===== config.mk =====
export PLATFORM = sky130hd
export DESIGN_NAME = video_gen
export DESIGN_NICKNAME = d
export VERILOG_FILES = /design/src/rtl/video_pkg.sv /design/src/rtl/video_timing.sv /design/src/rtl/video_regs.sv /design/src/rtl/video_playfield.sv /design/src/rtl/video_gen.sv
export SDC_FILE = /design/constraint.sdc
export NUM_CORES = 1
export LEC_CHECK = 0
export ABC_AREA = 1
export BUFFER_PORTS_ARGS = -buffer_cell sky130_fd_sc_hd__buf_2
export CELL_PAD_IN_SITES_DETAIL_PLACEMENT = 1
export CELL_PAD_IN_SITES_GLOBAL_PLACEMENT = 2
export CORE_ASPECT_RATIO = 0.7
export CORE_MARGIN = 5
export CORE_UTILIZATION = 34
export DETAILED_ROUTE_END_ITERATION = 16
export PLACE_DENSITY_LB_ADDON = 0.15
export SYNTH_ARGS = -nofsm -noshare
export SYNTH_HDL_FRONTEND = slang
export SYNTH_HIERARCHICAL = 1
export SYNTH_SLANG_ARGS = --single-unit

===== constraint.sdc =====
create_clock -name clk -period 4.64 [get_ports clk]
set_input_delay 0.232 -clock clk [delete_from_list [all_inputs] [get_ports clk]]
set_output_delay 0.232 -clock clk [all_outputs]
set_load 0.1 [all_outputs]

===== src/rtl/video_pkg.sv =====
//////////////////////////////////////////////////////////////////////
// Shared types, register numbers and reset values of the video
// generator. Modules refer to them by package-scoped names.
//////////////////////////////////////////////////////////////////////
`default_nettype none

package video_pkg;

typedef logic [15:0] word_t;                    // register or vram word
typedef logic [15:0] addr_t;                    // vram word address
typedef logic [7:0]  color_t;                   // palette index
typedef logic [3:0]  reg_num_t;                 // config register number

// video control registers
localparam reg_num_t XR_VID_CTRL     = 4'd0;    // border colour in [7:0]
localparam reg_num_t XR_VID_INTR     = 4'd1;    // write forces an interrupt
localparam reg_num_t XR_VID_LEFT     = 4'd2;    // first non-border column
localparam reg_num_t XR_VID_RIGHT    = 4'd3;    // first right border column
localparam reg_num_t XR_SCANLINE     = 4'd4;    // read only, vertical count
localparam reg_num_t XR_VID_HSIZE    = 4'd5;    // read only, visible width
localparam reg_num_t XR_VID_VSIZE    = 4'd6;    // read only, visible height

// playfield registers
localparam reg_num_t XR_PF_GFX_CTRL  = 4'd8;    // colorbase [15:8], blank [7], bpp8 [4]
localparam reg_num_t XR_PF_DISP_ADDR = 4'd9;    // display start address
localparam reg_num_t XR_PF_LINE_LEN  = 4'd10;   // words per line

localparam color_t BORDER_RESET   = 8'h08;      // dark grey, shows the design is alive
localparam word_t  LINE_LEN_RESET = 16'd16;

endpackage

`default_nettype wire


===== src/rtl/video_timing.sv =====
//////////////////////////////////////////////////////////////////////
// Horizontal and vertical raster counters. Each line and each frame
// runs front porch, sync, back porch, then the visible part.
//////////////////////////////////////////////////////////////////////
`timescale 1ns/1ps
`default_nettype none

module video_timing #(
    parameter int H_VISIBLE = 640,
    parameter int H_FRONT   = 16,
    parameter int H_SYNC    = 96,
    parameter int H_BACK    = 48,
    parameter int V_VISIBLE = 480,
    parameter int V_FRONT   = 10,
    parameter int V_SYNC    = 2,
    parameter int V_BACK    = 33
) (
    input  wire logic           clk,
    input  wire logic           reset_i,
    output logic [15:0]         h_count_o,
    output logic [15:0]         v_count_o,
    output logic                h_visible_o,
    output logic                v_visible_o,
    output logic                hsync_o,
    output logic                vsync_o,
    output logic                end_of_line_o,
    output logic                end_of_visible_o
);

localparam int H_OFF   = H_FRONT + H_SYNC + H_BACK;
localparam int V_OFF   = V_FRONT + V_SYNC + V_BACK;
localparam int H_TOTAL = H_OFF + H_VISIBLE;
localparam int V_TOTAL = V_OFF + V_VISIBLE;

always_ff @(posedge clk) begin
    if (reset_i) begin
        h_count_o <= '0;
        v_count_o <= '0;
    end else if (end_of_line_o) begin
        h_count_o <= '0;
        v_count_o <= end_of_visible_o ? 16'd0 : v_count_o + 16'd1;
    end else begin
        h_count_o <= h_count_o + 16'd1;
    end
end

assign end_of_line_o    = (h_count_o == 16'(H_TOTAL - 1));
assign end_of_visible_o = end_of_line_o && (v_count_o == 16'(V_TOTAL - 1));  // visible is last

assign hsync_o     = (h_count_o >= 16'(H_FRONT)) && (h_count_o < 16'(H_FRONT + H_SYNC));
assign vsync_o     = (v_count_o >= 16'(V_FRONT)) && (v_count_o < 16'(V_FRONT + V_SYNC));
assign h_visible_o = (h_count_o >= 16'(H_OFF));
assign v_visible_o = (v_count_o >= 16'(V_OFF));

endmodule

`default_nettype wire


===== src/rtl/video_regs.sv =====
//////////////////////////////////////////////////////////////////////
// Video configuration registers. Writes land at the next clock edge,
// read data follows the register number by one cycle.
//////////////////////////////////////////////////////////////////////
`timescale 1ns/1ps
`default_nettype none

module video_regs #(
    parameter int H_VISIBLE = 640,
    parameter int V_VISIBLE = 480
) (
    input  wire logic               clk,
    input  wire logic               reset_i,
    input  wire logic               reg_wr_i,
    input  wire video_pkg::reg_num_t reg_num_i,
    input  wire video_pkg::word_t   reg_data_i,
    input  wire logic [15:0]        v_count_i,
    input  wire logic               end_of_visible_i,
    output video_pkg::word_t        reg_data_o,
    output logic                    intr_o,
    output video_pkg::color_t       border_color_o,
    output video_pkg::word_t        vid_left_o,
    output video_pkg::word_t        vid_right_o,
    output video_pkg::color_t       pf_colorbase_o,
    output logic                    pf_blank_o,
    output logic                    pf_bpp8_o,
    output video_pkg::addr_t        pf_start_addr_o,
    output video_pkg::word_t        pf_line_len_o
);

always_ff @(posedge clk) begin
    if (reset_i) begin
        intr_o          <= 1'b0;
        border_color_o  <= video_pkg::BORDER_RESET;
        vid_left_o      <= '0;
        vid_right_o     <= 16'(H_VISIBLE);
        pf_colorbase_o  <= '0;
        pf_blank_o      <= 1'b1;            // playfield off until software sets it up
        pf_bpp8_o       <= 1'b0;
        pf_start_addr_o <= '0;
        pf_line_len_o   <= video_pkg::LINE_LEN_RESET;
    end else begin
        intr_o <= end_of_visible_i;         // one pulse per frame
        if (reg_wr_i) begin
            case (reg_num_i)
                video_pkg::XR_VID_CTRL: begin
                    border_color_o <= reg_data_i[7:0];
                end
                video_pkg::XR_VID_INTR: begin
                    intr_o <= 1'b1;         // software forced pulse
                end
                video_pkg::XR_VID_LEFT: begin
                    vid_left_o <= reg_data_i;
                end
                video_pkg::XR_VID_RIGHT: begin
                    vid_right_o <= reg_data_i;
                end
                video_pkg::XR_PF_GFX_CTRL: begin
                    pf_colorbase_o <= reg_data_i[15:8];
                    pf_blank_o     <= reg_data_i[7];
                    pf_bpp8_o      <= reg_data_i[4];
                end
                video_pkg::XR_PF_DISP_ADDR: begin
                    pf_start_addr_o <= reg_data_i;
                end
                video_pkg::XR_PF_LINE_LEN: begin
                    pf_line_len_o <= reg_data_i;
                end
                default: begin
                end
            endcase
        end
    end
end

// registered read-back
always_ff @(posedge clk) begin
    case (reg_num_i)
        video_pkg::XR_VID_CTRL:     reg_data_o <= {8'h00, border_color_o};
        video_pkg::XR_VID_LEFT:     reg_data_o <= vid_left_o;
        video_pkg::XR_VID_RIGHT:    reg_data_o <= vid_right_o;
        video_pkg::XR_SCANLINE:     reg_data_o <= v_count_i;
        video_pkg::XR_VID_HSIZE:    reg_data_o <= 16'(H_VISIBLE);
        video_pkg::XR_VID_VSIZE:    reg_data_o <= 16'(V_VISIBLE);
        video_pkg::XR_PF_GFX_CTRL:  reg_data_o <= {pf_colorbase_o, pf_blank_o, 2'b00,
                                                   pf_bpp8_o, 4'h0};
        video_pkg::XR_PF_DISP_ADDR: reg_data_o <= pf_start_addr_o;
        video_pkg::XR_PF_LINE_LEN:  reg_data_o <= pf_line_len_o;
        default:                    reg_data_o <= '0;   // XR_VID_INTR and unused numbers
    endcase
end

endmodule

`default_nettype wire


===== src/rtl/video_playfield.sv =====
//////////////////////////////////////////////////////////////////////
// Bitmap playfield. Fetches display words from VRAM ahead of the
// visible columns and shifts them out as 4 or 8 bit palette indices,
// with the raster signals delayed to line up with the pixels.
//////////////////////////////////////////////////////////////////////
`timescale 1ns/1ps
`default_nettype none

module video_playfield #(
    parameter int H_VISIBLE = 640,
    parameter int PREFETCH  = 2
) (
    input  wire logic               clk,
    input  wire logic               reset_i,
    input  wire logic [15:0]        h_count_i,
    input  wire logic               h_visible_i,
    input  wire logic               v_visible_i,
    input  wire logic               hsync_i,
    input  wire logic               vsync_i,
    input  wire logic               end_of_line_i,
    input  wire logic               intr_i,
    input  wire video_pkg::color_t  pf_colorbase_i,
    input  wire logic               pf_blank_i,
    input  wire logic               pf_bpp8_i,
    input  wire video_pkg::addr_t   pf_start_addr_i,
    input  wire video_pkg::word_t   pf_line_len_i,
    input  wire video_pkg::word_t   vid_left_i,
    input  wire video_pkg::word_t   vid_right_i,
    input  wire video_pkg::color_t  border_color_i,
    input  wire video_pkg::word_t   vram_data_i,
    output logic                    vram_sel_o,
    output video_pkg::addr_t        vram_addr_o,
    output video_pkg::color_t       color_index_o,
    output logic                    dv_de_o,
    output logic                    h_blank_o,
    output logic                    v_blank_o,
    output logic                    hsync_o,
    output logic                    vsync_o,
    output logic                    intr_o
);

// fetch to pixel takes 4 cycles, so PREFETCH may be 0 to 2
localparam int DLY = 4 - PREFETCH;

logic [15:0]        h_last;                 // last count of a line
logic [15:0]        vis_first;              // count of the first visible column
logic [15:0]        col;                    // visible column of h_count_i
logic               fetch_start;
logic               fetch;
logic               win;                    // fetch window, open until end of line
logic [1:0]         phase;                  // cycle within the current word
video_pkg::addr_t   line_addr;
logic               rd_valid;               // vram_data_i holds a fetched word
video_pkg::word_t   shift;
video_pkg::color_t  pixel;
logic               border;
logic [5:0]         pipe_in;
logic [5:0]         pipe [DLY-1];           // raster signals waiting for their pixels
logic [5:0]         pipe_out;

assign vis_first   = h_last - 16'(H_VISIBLE - 1);
assign col         = h_count_i - vis_first;
assign fetch_start = v_visible_i & ~pf_blank_i & (h_count_i == vis_first - 16'(PREFETCH));
assign fetch       = ~pf_blank_i & (fetch_start | (win & (phase == 2'd0)));
assign pixel       = pf_bpp8_i ? shift[15:8] : {4'h0, shift[15:12]};  // msb first
assign border      = (col < vid_left_i) | (col >= vid_right_i);
assign pipe_in     = {border, h_visible_i, v_visible_i, hsync_i, vsync_i, intr_i};
assign pipe_out    = pipe[DLY-2];

always_ff @(posedge clk) begin
    if (reset_i) begin
        h_last     <= '0;
        win        <= 1'b0;
        phase      <= 2'd0;
        vram_sel_o <= 1'b0;
        rd_valid   <= 1'b0;
    end else begin
        if (end_of_line_i) begin
            h_last <= h_count_i;
            win    <= 1'b0;
        end else if (fetch_start) begin
            win    <= 1'b1;
        end
        if (fetch_start) begin
            phase <= 2'd1;
        end else if (win) begin
            phase <= pf_bpp8_i ? {1'b0, ~phase[0]} : phase + 2'd1;  // 2 or 4 pixels a word
        end
        vram_sel_o <= fetch;
        rd_valid   <= vram_sel_o;               // memory answers one cycle after select
    end
end

always_ff @(posedge clk) begin
    if (end_of_line_i) begin
        // holds the start address until the first visible line
        line_addr <= v_visible_i ? line_addr + pf_line_len_i : pf_start_addr_i;
    end
    if (fetch) begin
        vram_addr_o <= fetch_start ? line_addr : vram_addr_o + 16'd1;
    end
    if (rd_valid) begin
        shift <= vram_data_i;
    end else begin
        shift <= pf_bpp8_i ? {shift[7:0], 8'h00} : {shift[11:0], 4'h0};
    end
end

always_ff @(posedge clk) begin
    if (reset_i) begin
        for (int i = 0; i < DLY - 1; i++) begin
            pipe[i] <= '0;
        end
    end else begin
        pipe[0] <= pipe_in;
        for (int i = 1; i < DLY - 1; i++) begin
            pipe[i] <= pipe[i - 1];
        end
    end
end

always_ff @(posedge clk) begin
    if (reset_i) begin
        color_index_o <= '0;
        dv_de_o       <= 1'b0;
        h_blank_o     <= 1'b1;
        v_blank_o     <= 1'b1;
        hsync_o       <= 1'b0;
        vsync_o       <= 1'b0;
        intr_o        <= 1'b0;
    end else begin
        // border colour bypasses colorbase
        color_index_o <= (pipe_out[5] | pf_blank_i) ? border_color_i : pixel ^ pf_colorbase_i;
        dv_de_o       <= pipe_out[4] & pipe_out[3];
        h_blank_o     <= ~pipe_out[4];
        v_blank_o     <= ~pipe_out[3];
        hsync_o       <= pipe_out[2];
        vsync_o       <= pipe_out[1];
        intr_o        <= pipe_out[0];
    end
end

endmodule

`default_nettype wire


===== src/rtl/video_gen.sv =====
//////////////////////////////////////////////////////////////////////
// Video generator top level. Ties the raster timing, the register
// file and the bitmap playfield together; VRAM sits outside.
//////////////////////////////////////////////////////////////////////
`timescale 1ns/1ps
`default_nettype none

module video_gen #(
    parameter int H_VISIBLE = 640,
    parameter int H_FRONT   = 16,
    parameter int H_SYNC    = 96,
    parameter int H_BACK    = 48,
    parameter int V_VISIBLE = 480,
    parameter int V_FRONT   = 10,
    parameter int V_SYNC    = 2,
    parameter int V_BACK    = 33,
    parameter int PREFETCH  = 2
) (
    input  wire logic               clk,
    input  wire logic               reset_i,
    input  wire logic               reg_wr_i,
    input  wire video_pkg::reg_num_t reg_num_i,
    input  wire video_pkg::word_t   reg_data_i,
    input  wire video_pkg::word_t   vram_data_i,
    output video_pkg::word_t        reg_data_o,
    output logic                    vram_sel_o,
    output video_pkg::addr_t        vram_addr_o,
    output video_pkg::color_t       color_index_o,
    output logic                    dv_de_o,
    output logic                    h_blank_o,
    output logic                    v_blank_o,
    output logic                    hsync_o,
    output logic                    vsync_o,
    output logic                    video_intr_o
);

logic [15:0]        h_count;
logic [15:0]        v_count;
logic               h_visible;
logic               v_visible;
logic               hsync;
logic               vsync;
logic               end_of_line;
logic               end_of_visible;
logic               intr;                   // raw pulse, before pixel alignment
video_pkg::color_t  border_color;
video_pkg::word_t   vid_left;
video_pkg::word_t   vid_right;
video_pkg::color_t  pf_colorbase;
logic               pf_blank;
logic               pf_bpp8;
video_pkg::addr_t   pf_start_addr;
video_pkg::word_t   pf_line_len;

video_timing #(
    .H_VISIBLE(H_VISIBLE), .H_FRONT(H_FRONT), .H_SYNC(H_SYNC), .H_BACK(H_BACK),
    .V_VISIBLE(V_VISIBLE), .V_FRONT(V_FRONT), .V_SYNC(V_SYNC), .V_BACK(V_BACK)
) timing (
    .clk(clk), .reset_i(reset_i),
    .h_count_o(h_count), .v_count_o(v_count),
    .h_visible_o(h_visible), .v_visible_o(v_visible),
    .hsync_o(hsync), .vsync_o(vsync),
    .end_of_line_o(end_of_line), .end_of_visible_o(end_of_visible)
);

video_regs #(.H_VISIBLE(H_VISIBLE), .V_VISIBLE(V_VISIBLE)) regs (
    .clk(clk), .reset_i(reset_i),
    .reg_wr_i(reg_wr_i), .reg_num_i(reg_num_i), .reg_data_i(reg_data_i),
    .v_count_i(v_count), .end_of_visible_i(end_of_visible),
    .reg_data_o(reg_data_o), .intr_o(intr), .border_color_o(border_color),
    .vid_left_o(vid_left), .vid_right_o(vid_right),
    .pf_colorbase_o(pf_colorbase), .pf_blank_o(pf_blank), .pf_bpp8_o(pf_bpp8),
    .pf_start_addr_o(pf_start_addr), .pf_line_len_o(pf_line_len)
);

video_playfield #(.H_VISIBLE(H_VISIBLE), .PREFETCH(PREFETCH)) playfield (
    .clk(clk), .reset_i(reset_i),
    .h_count_i(h_count), .h_visible_i(h_visible), .v_visible_i(v_visible),
    .hsync_i(hsync), .vsync_i(vsync), .end_of_line_i(end_of_line), .intr_i(intr),
    .pf_colorbase_i(pf_colorbase), .pf_blank_i(pf_blank), .pf_bpp8_i(pf_bpp8),
    .pf_start_addr_i(pf_start_addr), .pf_line_len_i(pf_line_len),
    .vid_left_i(vid_left), .vid_right_i(vid_right), .border_color_i(border_color),
    .vram_data_i(vram_data_i), .vram_sel_o(vram_sel_o), .vram_addr_o(vram_addr_o),
    .color_index_o(color_index_o), .dv_de_o(dv_de_o),
    .h_blank_o(h_blank_o), .v_blank_o(v_blank_o),
    .hsync_o(hsync_o), .vsync_o(vsync_o), .intr_o(video_intr_o)
);

endmodule

`default_nettype wire


# Word level (Yosys, flattened, before mapping)
# Memory sizes are Yosys's and may differ from the RTL's.
# Cells that the tools add are included.
# op_classes
add_sub_neg,8
n_mul,0
n_div,0
order_cmp,8
eq_ne,12
n_shift,0
muxes,18
bitwise,13
n_reduce_logical,15
# ops
cell,count
16-bit one-hot mux with 9 select lines,1
16-bit two-way mux,5
16-bit by 1-bit adder with 16-bit output (second input constant),3
16-bit by 10-bit == test with 1-bit output (second input constant),2
16-bit adder,1
16-bit == test,1
16-bit >= comparator,1
16-bit by 4-bit >= comparator with 1-bit output (second input constant),1
16-bit by 5-bit >= comparator with 1-bit output (second input constant),1
16-bit by 6-bit >= comparator with 1-bit output (second input constant),1
16-bit by 8-bit >= comparator with 1-bit output (second input constant),1
16-bit < comparator,1
16-bit by 4-bit < comparator with 1-bit output (second input constant),1
16-bit by 7-bit < comparator with 1-bit output (second input constant),1
8-bit two-way mux,2
16-bit by 10-bit subtractor with 16-bit output (second input constant),1
16-bit subtractor,1
16-bit by 2-bit subtractor with 16-bit output (second input constant),1
4-bit by 3-bit == test with 1-bit output (second input constant),3
4-bit == test (second input constant),3
2-bit AND reduction,6
4-bit by 2-bit == test with 1-bit output (second input constant),2
1-bit two-way mux,8
8-bit bitwise XOR,1
13 further kinds,25
# word_totals
reg_bits,214
latch_bits,0
ramBits,6
romBits,0
input_bits,39
wordCells,103
memories,1
# mem_list
name,depth,width,read_ports,rd_clocked_by_memory_dff,wr,line,source
playfield.pipe,1,6,1,0,1,video_playfield.sv:58,logic [5:0] pipe [DLY-1];

# Logic depth before layout (Yosys ltp)
# logic_depth
word_depth,6
mapped_depth,26
ltp_nobuf,26

# Modules after synthesis
# The synthesis kept the hierarchy.
# modules_own_cells
mod,n_inst,cells_per_inst,area_each_um2,seq_area_each_um2
video_playfield,1,1009,6931.6,2102.0
video_regs,1,781,4734.5,1981.9
video_timing,1,296,1946.9,640.6

# Worst setup path before layout
# Ideal clock, no wire load.
# synth_path
path_type,register -> register
startpoint,register playfield.h_last[0]
endpoint,memory playfield.pipe[0][5]
setup_ns,0.126
arrival_ns,3.482
required_ns,4.514
setup_slack_ns,1.032
path_stages_with_launch,23
period_less_slack_ns,3.608
path_cell_list,dfxtp_1 -> ha_1 -> nand2_1 -> nand2_1 -> ha_1 -> nand2_1 -> o21ai_0 -> a21oi_1 -> o21ai_0 -> nand2_1 -> nand3b_1 -> o21ai_0 -> o21ai_0 -> nand2_1 -> nand2_1 -> xor2_1 -> ha_1 -> a21oi_1 -> o21ai_0 -> nand2_1 -> o2111ai_1 -> a211oi_1 -> nor2_1
# synth_via
elab_chain_cells,5
elab_cells_between_ends,6
cone_classes,2 x add/sub; 2 x order compare; 1 x mux; 1 x bitwise
# synth_lines
element,line,source
start: declaration,video_playfield.sv:45,logic [15:0] h_last;
start signal: assignment,video_playfield.sv:79,h_last <= h_count_i;
16-bit by 10-bit subtractor with 16-bit output (*),video_playfield.sv:61,assign vis_first = h_last - 16'(H_VISIBLE - 1);
16-bit subtractor (*),video_playfield.sv:62,assign col = h_count_i - vis_first;
16-bit < comparator or 16-bit >= comparator (tied branches),video_playfield.sv:66,assign border = (col < vid_left_i) | (col >= vid_right_i);
1-bit OR (*),video_playfield.sv:66,
6-bit two-way mux (no source line) (*),n/a,
end: declaration,video_playfield.sv:58,
# Mark *: on every way between the ends. The rest lies on a longest branch, timed or not.

# Final worst setup path
# Ends and elaborated chain as after synthesis.

==> impl_metrics.ini <==
[power]
switching_share = 0.260
p_seq_frac = 0.430
leakage_nw = 7.29
clock_power_share = 0.480
power.total_w = 0.00460
p_switching_w = 0.00119
p_comb_frac = 0.090
p_per_area_mw_per_mm2 = 292
vdd_drop_max_v = 0.000222
internal_power_w = 0.00340

[sta]
finalCriticalPeriod_ns = 4.21
rsz0062_at_grt = no
slew_viol_final = 0
timing.slew.headroom = 0.148
finalSetupTns_ns = 0
clock_skew_ns = 0.0145
finalCritPeriodShare = 0.907
setup_viol = 0
timing.fmax_mhz = 238
worstMarginPinSlew_ns = 1.27
hold_viol = 0

[grt]
grt_usage = 0.226
grt_pass1_vias = 13628
grt_start_max_net_pins = 53
grt-ovfl-total = 0
grt_pass1_wl_um = 79600
antenna_found_initial = 3

[synthesis]
ys_ff_latch = 220
synthXorXnorAreaFrac = 0.0309
muxShareOfSynthArea = 0.00294
synthTopCellsByArea = dfxtp_1, nand2_1, inv_1
avgSynthCellArea_um2 = 6.53
synth-edff-count = 32
synth-simple-area-share = 0.363
synth_area_mm2 = 0.0136
ys.warnings.count = 6
synth_ff_type = dfxtp_1
yosysSeqAreaShare = 0.347
synth-adder-area-share = 0.0645
synth_compound_area_frac = 0.0854
synth_top_family_by_area = simple AND/OR/NAND/NOR gates
synth_top_area_cell = dfxtp_1
ys_async_sr_fraction = 0
netlist_instances = 2086
syn-num-nets = 2194
synth_top_area_frac = 0.276
ys_types = 47

[critical_path]
crit_chain = ha_1 > nand2_1 > nand2_1 > ha_1 > nand2_1 > o21ai_0 > a21oi_1 > o21ai_1 > nand2_1 > nand3b_1 > o21ai_0 > o21ai_0 > nand2_1 > nand2_1 > xor2_1 > ha_1 > a21oi_1 > o21ai_0 > nand2_1 > o2111ai_1 > a211oi_1 > nor2_1
cp-end-kind = flip-flop
max_stage_delay_ns = 0.38
crit_type = flip-flop to flip-flop
crit_family = compound AO/OA/AOI/OAI gates
timing.critical_path.required_ns = 5.07
start_kind = flip-flop
cp_max_fo = 6
arrival_ns = 4.64
crit_buf_inv = 0
cp_common_cell = nand2_1
slowest_stage = ha_1

[die]
core_mm2 = 0.0396
dieArea_mm2 = 0.0442
row_count = 61
die_x_um = 249
initial_core_util = 0.344
die_h_um = 177
ios = 86

[detailed_routing]
wl_um = 51300
wl_per_cell_um = 18.7
drt_iter0_markers = 843
drc = 0
antenna_left = 0
firstDrtPassIters = 5
vias = 13645
via_per_inst = 4.98

[run_status]
status = complete, no violations

[cells_and_area]
fillers = 5127
area_growth_pct = 15.7
nets = 2293
layout_commonest_cell = nand2_1
mostFrequentLayoutCells = nand2_1, inv_1, nor2_1
layout-drive-gt1-share = 0.100

[clock_tree]
clk_latency_ns = 0.56
cts.sinks = 220
cts_buffer_depth = 3
cts_root_buffer = clkbuf_16
cts_inserted_buffers = 27
cts_max_level = 1
cts_tree = done
post-cts-setup-buffers = 0
clk_pin_slew_worst_paths_ns = 0.07

[placed_design]
gp_congestion = 0.858
port_buffers = 85
hpwlAfterDp_um = 39500

[run]
maxCapViolCount = 0

[min_path]
hold_class = input port to flip-flop
-- layer usage --
metal | track usage | vias to the layer above | wire length, µm | part of all wire
li1 | - | 6757 | - | -
met1 | 0.363 | 6581 | 28400 | 0.55
met2 | 0.330 | 259 | 20100 | 0.39
met3 | 0.0261 | 48 | 2080 | 0.041
met4 | 0.0331 | 0 | 738 | 0.014
met5 | 0 | - | 0 | 0
-- worst paths after layout --
path	startpoint	to	slack, ns	cells past startpoint
worst max register to register	playfield/h_last[0]$_SDFFE_PP0P_	playfield/pipe[0][5]$_SDFF_PP0_	0.43	22
worst max-delay path	playfield/h_last[0]$_SDFFE_PP0P_	playfield/pipe[0][5]$_SDFF_PP0_	0.43	22
worst min-delay path	reg_data_i[15]	regs/vid_left_o[15]$_SDFFE_PP0P_	0.1	5
worst min register to register	regs/intr_o$_SDFF_PP0_	playfield/pipe[0][0]$_SDFF_PP0_	0.40	2
-- power groups by stage --
stage | clock [W] | sequential [W] | combinational (W)
after floorplan | 0 | 0.00205 | 0.000222
after global placement | 0 | 0.00202 | 0.000383
after detailed placement | 0 | 0.00202 | 0.000392
after CTS | 0.00228 | 0.00198 | 0.000410
after global routing | 0.00235 | 0.00198 | 0.000456
final | 0.00221 | 0.00198 | 0.000412
-- kinds of logic (layout without fill, tap and decap cells) --
kind of cell,count (synthesis),after routing
buf+inv,370,489
xor+xnor,48,48
flops,220,220
mux,4,4
other cells,0,1
fa+ha+maj,69,69
simple gates,1160,1160
compound gates,215,215
-- metrics by stage --
step | worst slack [ns] | instance area, µm² | cells | util | hold slack, ns
global placement | 0.366 | 14600 | 2666 | 0.368 | 0.372
finish | 0.433 | 15700 | 2741 | 0.397 | 0.0988
global route | 0.0441 | 15700 | 2741 | 0.397 | 0.0817
detailed placement | 0.322 | 14600 | 2666 | 0.368 | 0.378
CTS | 0.293 | 15700 | 2740 | 0.397 | 0.0825
floorplan | 1.03 | 13600 | 2086 | - | 0.330
-- synthesized netlist by cell type, types with 13 or more instances --
library cell / count
nor3_1: 13
dfxtp_1: 188
nand2_2: 16
inv_1: 297
nor2_1: 270
nor2_4: 14
xnor2_1: 22
a21oi_1: 93
nand2_1: 601
o21ai_0: 71
o21ai_1: 16
ha_1: 67
nand3_1: 187
xor2_1: 26
buf_2: 28
edfxtp_1: 32
nor2_2: 13
nand4_1: 21
clkbuf_1: 19
-- area by class of cell --
class | instances | area [µm²] | share of cell area
tap | 535 | 669 | 0.0425
multi-input combinational | 1496 | 7440 | 0.473
antenna | 1 | 2.50 | 0.000159
clock inverter | 17 | 200 | 0.0127
timing repair buffer | 129 | 818 | 0.0520
inverter | 311 | 1170 | 0.0743
clock buffer | 32 | 714 | 0.0454
sequential | 220 | 4720 | 0.300
-- state kept, by name, summed over array words and instances, names as in the netlist, 16 cells and up --
name / count
playfield/h_last: 16
playfield/line_addr: 16
playfield/shift: 16
playfield/vram_addr_o: 16
regs/pf_line_len_o: 16
regs/pf_start_addr_o: 16
regs/reg_data_o: 16
regs/vid_left_o: 16
regs/vid_right_o: 16
timing/h_count_o: 16
timing/v_count_o: 16
-- tightest hold or removal path: stages --
cell and delay [ns]:
buf_2 0.08, inv_1 0.10, nand2_1 0.09, nand2_1 0.04
nor2_1 0.07
-- repair_timing --
item                       CTS  global route
hold endpoints to repair    27             0
hold buffers                25             0
setup endpoints to repair    0             1
gates resized for setup      0             1
(Power assumes the default switching activity.)
